## config.mk

```make
export PLATFORM = sky130hd
export DESIGN_NAME = uart
export DESIGN_NICKNAME = d
export VERILOG_FILES = /design/src/source/uart_pkg.sv /design/src/source/uart_tx.sv /design/src/source/uart_rx.sv /design/src/source/uart.sv
export SDC_FILE = /design/constraint.sdc
export NUM_CORES = 1
export LEC_CHECK = 0
export ABC_AREA = 0
export BUFFER_PORTS_ARGS = -buffer_cell sky130_fd_sc_hd__buf_2
export CAP_MARGIN = 20
export CORE_MARGIN = 3
export CORE_UTILIZATION = 25
export CTS_CLUSTER_DIAMETER = 150
export DETAILED_ROUTE_END_ITERATION = 10
export PLACE_DENSITY = 0.44
export REMOVE_ABC_BUFFERS = 1
export SLEW_MARGIN = 20
export SYNTH_ARGS = -nofsm -noshare
export SYNTH_HDL_FRONTEND = slang
export SYNTH_SLANG_ARGS = --single-unit
```

## constraint.sdc

```tcl
create_clock -name clk -period 2.04 [get_ports clk]
set_input_delay 0.306 -clock clk [delete_from_list [all_inputs] [get_ports clk]]
set_output_delay 0.306 -clock clk [all_outputs]
set_load 0.02 [all_outputs]
```

## src/source/uart_pkg.sv

```systemverilog
package uart_pkg;

   // One frame on the line is start, eight data bits, parity and stop.
   localparam int FRAME_BITS = 11;
   localparam int DATA_BITS  = 8;

   // Line levels shared by the transmitter and the receiver.
   localparam logic LINE_IDLE = 1'b1;
   localparam logic START_BIT = 1'b0;
   localparam logic STOP_BIT  = 1'b1;

   // The shift registers move the frame as a plain vector, while the framing
   // logic builds and checks it by field.
   // Members of a packed struct are listed from the top bit down, so start
   // lands in bit 0. Shifting raw right therefore sends the frame in line order.
   typedef union packed {
      logic [FRAME_BITS-1:0] raw;
      struct packed {
         logic                 stop;
         logic                 parity;
         logic [DATA_BITS-1:0] data;
         logic                 start;
      } fields;
   } uart_frame_t;

   // Odd parity over the data byte.
   // The returned bit makes the number of ones in data plus parity odd.
   function automatic logic odd_parity(input logic [DATA_BITS-1:0] data);
      return ~^data;
   endfunction

endpackage

```

## src/source/uart_tx.sv

```systemverilog
`timescale 1ns/1ps

module uart_tx
   import uart_pkg::*;
#(
   parameter int CLKS_PER_BIT = 4
) (
   input  logic        clk,
   input  logic        rst_n,
   input  logic [15:0] cmd_in,
   input  logic        cmd_vld,
   output logic        cmd_rdy,
   output logic        tx
);

   localparam int TX_BITS = 2 * FRAME_BITS; // Two frames per command.
   localparam int TIMER_W = $clog2(CLKS_PER_BIT);
   localparam int COUNT_W = $clog2(TX_BITS);

   localparam logic [TIMER_W-1:0] TIMER_LAST = TIMER_W'(CLKS_PER_BIT - 1);
   localparam logic [COUNT_W-1:0] COUNT_LAST = COUNT_W'(TX_BITS - 1);

   logic               busy;
   logic [TIMER_W-1:0] bit_timer;
   logic [COUNT_W-1:0] bit_cnt;
   logic [TX_BITS-1:0] shift_reg;
   logic [TX_BITS-1:0] shift_next;
   logic [TX_BITS-1:0] load_word;
   uart_frame_t        hi_frame;
   uart_frame_t        lo_frame;
   logic               accept;
   logic               bit_end;
   logic               last_bit;

   function automatic uart_frame_t make_frame(input logic [DATA_BITS-1:0] data);
      uart_frame_t frame;
      frame.fields.start  = START_BIT;
      frame.fields.data   = data;
      frame.fields.parity = odd_parity(data);
      frame.fields.stop   = STOP_BIT;
      return frame;
   endfunction

   assign hi_frame = make_frame(cmd_in[15:8]);
   assign lo_frame = make_frame(cmd_in[7:0]);

   // High byte frame sits in the lower half and goes out first.
   assign load_word  = {lo_frame.raw, hi_frame.raw};
   assign shift_next = {LINE_IDLE, shift_reg[TX_BITS-1:1]};

   assign cmd_rdy  = ~busy;
   assign accept   = cmd_vld & cmd_rdy;
   assign bit_end  = busy && (bit_timer == TIMER_LAST);
   assign last_bit = (bit_cnt == COUNT_LAST);

   // The start bit is driven on the acceptance edge, so the first bit gets
   // its full time before the first shift.
   always_ff @(posedge clk or negedge rst_n) begin
      if (!rst_n) begin
         busy      <= 1'b0;
         bit_timer <= '0;
         bit_cnt   <= '0;
         tx        <= LINE_IDLE;
      end else if (accept) begin
         busy      <= 1'b1;
         bit_timer <= '0;
         bit_cnt   <= '0;
         tx        <= load_word[0];
      end else if (busy) begin
         if (bit_end) begin
            bit_timer <= '0;
            if (last_bit) begin
               busy <= 1'b0; // Second stop bit has run its full time.
               tx   <= LINE_IDLE;
            end else begin
               bit_cnt <= bit_cnt + COUNT_W'(1);
               tx      <= shift_next[0];
            end
         end else begin
            bit_timer <= bit_timer + TIMER_W'(1);
         end
      end
   end

   // tx always carries bit bit_cnt of the loaded word.
   always_ff @(posedge clk) begin
      if (accept) begin
         shift_reg <= load_word;
      end else if (bit_end) begin
         shift_reg <= shift_next;
      end
   end

endmodule

```

## src/source/uart_rx.sv

```systemverilog
`timescale 1ns/1ps

module uart_rx
   import uart_pkg::*;
#(
   parameter int CLKS_PER_BIT = 4
) (
   input  logic                 clk,
   input  logic                 rst_n,
   input  logic                 rx,
   output logic [DATA_BITS-1:0] read_data,
   output logic                 read_rdy,
   output logic                 read_err
);

   localparam int TIMER_W = $clog2(CLKS_PER_BIT);

   localparam logic [TIMER_W-1:0] HALF_LAST = TIMER_W'(CLKS_PER_BIT / 2 - 1);
   localparam logic [TIMER_W-1:0] BIT_LAST  = TIMER_W'(CLKS_PER_BIT - 1);

   // Data bits plus parity are sampled in the bits state.
   localparam logic [3:0] PAYLOAD_LAST = 4'(DATA_BITS);

   localparam logic [1:0] ST_IDLE  = 2'd0;
   localparam logic [1:0] ST_START = 2'd1;
   localparam logic [1:0] ST_BITS  = 2'd2;
   localparam logic [1:0] ST_STOP  = 2'd3;

   logic               rx_meta;
   logic               rx_sync;
   logic [1:0]         state;
   logic [TIMER_W-1:0] timer;
   logic [3:0]         bit_cnt;
   uart_frame_t        frame;
   uart_frame_t        frame_next;
   logic               sample;
   logic               frame_ok;

   always_ff @(posedge clk or negedge rst_n) begin
      if (!rst_n) begin
         rx_meta <= LINE_IDLE;
         rx_sync <= LINE_IDLE;
      end else begin
         rx_meta <= rx;
         rx_sync <= rx_meta;
      end
   end

   // Half a bit to reach the start midpoint, then one full bit per sample.
   always_comb begin
      case (state)
         ST_START: sample = (timer == HALF_LAST);
         ST_BITS,
         ST_STOP:  sample = (timer == BIT_LAST);
         default:  sample = 1'b0;
      endcase
   end

   // Each sample enters at the top, so after the stop sample the start bit
   // has reached bit 0.
   assign frame_next.raw = {rx_sync, frame.raw[FRAME_BITS-1:1]};

   assign frame_ok = (frame_next.fields.stop == STOP_BIT) &&
                     (frame_next.fields.parity == odd_parity(frame_next.fields.data));

   always_ff @(posedge clk or negedge rst_n) begin
      if (!rst_n) begin
         state     <= ST_IDLE;
         timer     <= '0;
         bit_cnt   <= '0;
         read_data <= '0;
         read_rdy  <= 1'b0;
         read_err  <= 1'b0;
      end else begin
         read_rdy <= 1'b0;
         read_err <= 1'b0;
         if (state == ST_IDLE || sample) begin
            timer <= '0;
         end else begin
            timer <= timer + TIMER_W'(1);
         end
         case (state)
            ST_IDLE: begin
               if (rx_sync == START_BIT) begin
                  state <= ST_START;
               end
            end
            ST_START: begin
               if (sample) begin
                  bit_cnt <= '0;
                  // A high level at the midpoint was only a glitch.
                  state   <= (rx_sync == START_BIT) ? ST_BITS : ST_IDLE;
               end
            end
            ST_BITS: begin
               if (sample) begin
                  bit_cnt <= bit_cnt + 4'd1;
                  if (bit_cnt == PAYLOAD_LAST) begin
                     state <= ST_STOP;
                  end
               end
            end
            ST_STOP: begin
               if (sample) begin
                  state <= ST_IDLE; // The next start edge can be taken at once.
                  if (frame_ok) begin
                     read_data <= frame_next.fields.data;
                     read_rdy  <= 1'b1;
                  end else begin
                     read_err  <= 1'b1;
                  end
               end
            end
            default: state <= ST_IDLE;
         endcase
      end
   end

   always_ff @(posedge clk) begin
      if (sample) begin
         frame <= frame_next;
      end
   end

endmodule

```

## src/source/uart.sv

```systemverilog
`timescale 1ns/1ps

module uart #(
   parameter int CLKS_PER_BIT = 4
) (
   input  logic        clk,
   input  logic        rst_n,
   input  logic [15:0] cmd_in,
   input  logic        cmd_vld,
   output logic        cmd_rdy,
   output logic        tx,
   input  logic        rx,
   output logic [7:0]  read_data,
   output logic        read_rdy,
   output logic        read_err
);

   // Both sides run from the same bit time. Any loopback is made outside.
   uart_tx #(
      .CLKS_PER_BIT (CLKS_PER_BIT)
   ) u_tx (
      .clk     (clk),
      .rst_n   (rst_n),
      .cmd_in  (cmd_in),
      .cmd_vld (cmd_vld),
      .cmd_rdy (cmd_rdy),
      .tx      (tx)
   );

   uart_rx #(
      .CLKS_PER_BIT (CLKS_PER_BIT)
   ) u_rx (
      .clk       (clk),
      .rst_n     (rst_n),
      .rx        (rx),
      .read_data (read_data),
      .read_rdy  (read_rdy),
      .read_err  (read_err)
   );

endmodule

```

==> results.json <==
{
  "cp.required_ns": 2.26,
  "clkPwrFrac_pct": 28.0,
  "grt_pass1_vias": 1698,
  "drc": 0,
  "drtIter0Drc": 65,
  "synth_top_cell_by_area": "edfxtp_1",
  "cts_tree": "yes",
  "num_vias": 1629,
  "clock_skew_ns": 0.01416,
  "ys_warn_count": 0,
  "yosysUniqueCellTypes": 35,
  "clk_pin_slew_worst_paths_ns": 0.07,
  "rrSetupSlack_ns": 0.03,
  "ir_drop_uv": 409.8,
  "finalCritPeriodShare_pct": 98.77,
  "postCtsSetupRepairBufs": 0,
  "synth-seq-cells": 58,
  "ys.flop_type": "edfxtp_1",
  "fmax_mhz": 496.3,
  "syn_to_final_growth_pct": 23.24,
  "cap_violations": 0,
  "mostFrequentLayoutCell": "buf_2",
  "tightest_slew_ns": 0.6599,
  "fin_setup_tns_ns": 0,
  "insertion_delay_ns": 0.34,
  "n_fill_cell": 997,
  "placed_cell_area_um2": 2954,
  "hold_viol_final": 0,
  "die-area_um2": 11640,
  "avgSynthCellArea_um2": 13.11,
  "drt_pass1_iterations": 5,
  "io_buffers": 31,
  "cts_hold_repair.buffers": 0,
  "p_sw_share_pct": 30.88,
  "internal_power_w": 0.003100,
  "wire_per_inst_um": 12.73,
  "grt_max_degree": 30,
  "yosysTopAreaCellShare_pct": 31.24,
  "cts_buffers": 9,
  "drv_slew": 0,
  "power_w": 0.004485,
  "initial_core_util_pct": 26.07,
  "path_max_fanout": 9,
  "status": "finished clean",
  "r2r_cells": 6,
  "synth_edf_count": 27,
  "place_congestion": 0.7265,
  "min_period_ns": 2.015,
  "nets": 272,
  "worstSetupStartpointType": "register",
  "ant_nets": 0,
  "clk_path_buf_depth": 2,
  "finalWirelength_mm": 4.839,
  "grt_setup_unrepaired": "yes",
  "final_area_um2": 3198,
  "worstSetupPathType": "reg2reg",
  "grt_use_total_pct": 9.485,
  "synthArstFlopShare_pct": 50.00,
  "final_layout_size_suffix_gt1_share_pct": 27.94,
  "root_buffer": "clkbuf_8",
  "dieWidth_um": 107.9,
  "layout.cells.non_filler": 380,
  "coreArea_um2": 9955,
  "antenna_found_initial": 0,
  "dp_cells": 364,
  "final_cell_mix": "buf_2, edfxtp_1, dfrtp_1",
  "antennaDiodeCount": 0,
  "hold_path_class": "in2async",
  "ys_seq_area_share_pct": 60.90,
  "final.setup.worst_slack_ns": 0.02508,
  "setup_viol": 0,
  "largest_reg_flops": 20,
  "arrival_ns": 2.23,
  "seqPwrFrac_pct": 43.2,
  "end_kind": "register",
  "h-tree-depth": 3,
  "gr-total-overflow": 0,
  "num_io_pins": 32,
  "syn_area_um2": 2595,
  "die_h_um": 107.9,
  "p_switching_w": 0.001385,
  "cellLeakagePower_nw": 1.360,
  "rows": 36,
  "synth.area.top_cells": "edfxtp_1, dfrtp_1, a22o_1, xnor2_1, ha_1",
  "slew_headroom_pct": 56.00,
  "cts.sinks": 58,
  "dp_slack_ns": 0.03379,
  "syn_inst": 198,
  "dp_hpwl_mm": 3.219,
  "vias_per_cell": 4.287,
  "grt_pass1_wl_mm": 8.404,
  "p_comb_share_pct": 28.8,
  "power_density_nw_per_um2": 1403
}
[critical path, stage by stage (launching register included)]
cell	delay [ns]
edfxtp_1	0.40
xor2_1	0.17
xnor3_1	0.42
xnor2_1	0.15
nor3b_1	0.20
buf_4	0.21
mux2_2	0.34
[power groups by stage]
| stage | clock, W | combinational, W | sequential (W) |
|---|---|---|---|
| after global routing | 0.00135 | 0.00146 | 0.00199 |
| after floorplan | 0 | 0.000819 | 0.00200 |
| after global placement | 0 | 0.00129 | 0.00196 |
| final | 0.00126 | 0.00129 | 0.00194 |
| after CTS | 0.00130 | 0.00131 | 0.00194 |
| after detailed placement | 0 | 0.00128 | 0.00196 |
[per-layer routing]
layer	routed length [um]	share of wire (%)	global-route usage (%)
met5	0	0	0
met4	148	3.1	6.492
met2	2143	44	13.41
met1	2365	49	12.66
met3	181	3.7	2.340
[cells in the mapped netlist (2+ instances only)]
cell	count
a22o_1	19
dfstp_2	3
nor3_1	2
ha_1	10
nand2_1	11
nand4_1	4
mux2_2	8
nand3_1	6
inv_1	8
edfxtp_1	27
dfxtp_1	2
xnor2_1	17
o21ai_0	11
nor2_1	10
dfrtp_1	26
o31ai_1	2
nor3b_1	2
xor2_1	8
clkbuf_1	4
a21oi_1	3
[path summary, 6_finish.rpt]
kind	start	to
min in group clk	rx	u_rx.rx_meta
max	u_rx.frame[4]	u_rx.read_data[3]
max reg2reg	u_rx.frame[4]	u_rx.read_data[3]
min reg2reg	u_rx.rx_meta	u_rx.rx_sync
max in group asynchronous	rst_n	u_tx.bit_cnt[4]
min	rst_n	u_rx.read_data[4]
[cell type report]
cell class / instances / area, um^2 / share of cell area, %
multi-input combinational: 125 / 963.4 / 30.13
inverter: 8 / 30.03 / 0.9390
clock inverter: 7 / 107.6 / 3.365
timing repair buffer: 40 / 226.5 / 7.081
clock buffer: 9 / 123.9 / 3.873
sequential: 58 / 1580 / 49.41
tap: 133 / 166.4 / 5.203
[cells by family (layout without fill, tap and decap cells)]
family | count (synthesis) | in the layout | synth area share [%]
flops | 58 | 58 | 60.90
mux | 8 | 8 | 3.472
compound gates | 40 | 40 | 11.14
xor+xnor | 26 | 26 | 9.306
simple gates | 41 | 41 | 7.860
buf+inv | 15 | 64 | 2.507
fa+ha+maj | 10 | 10 | 4.822
[metrics by stage]
step	hold slack [ns]	util, %
3_3_place_gp	0.3463	29.68
4_1_cts	0.01664	32.00
2_1_floorplan	0.01041	-
5_1_grt	0.04147	32.13
6_report	0.0001540	32.13
3_5_place_dp	0.3469	29.68
[timing repair]
action / in CTS / in global routing
hold endpoints to repair: 0 / 0
gates resized for setup: 0 / 3
setup endpoints to repair: 0 / 12
No activity file was read; power rests on OpenSTA's default activity.
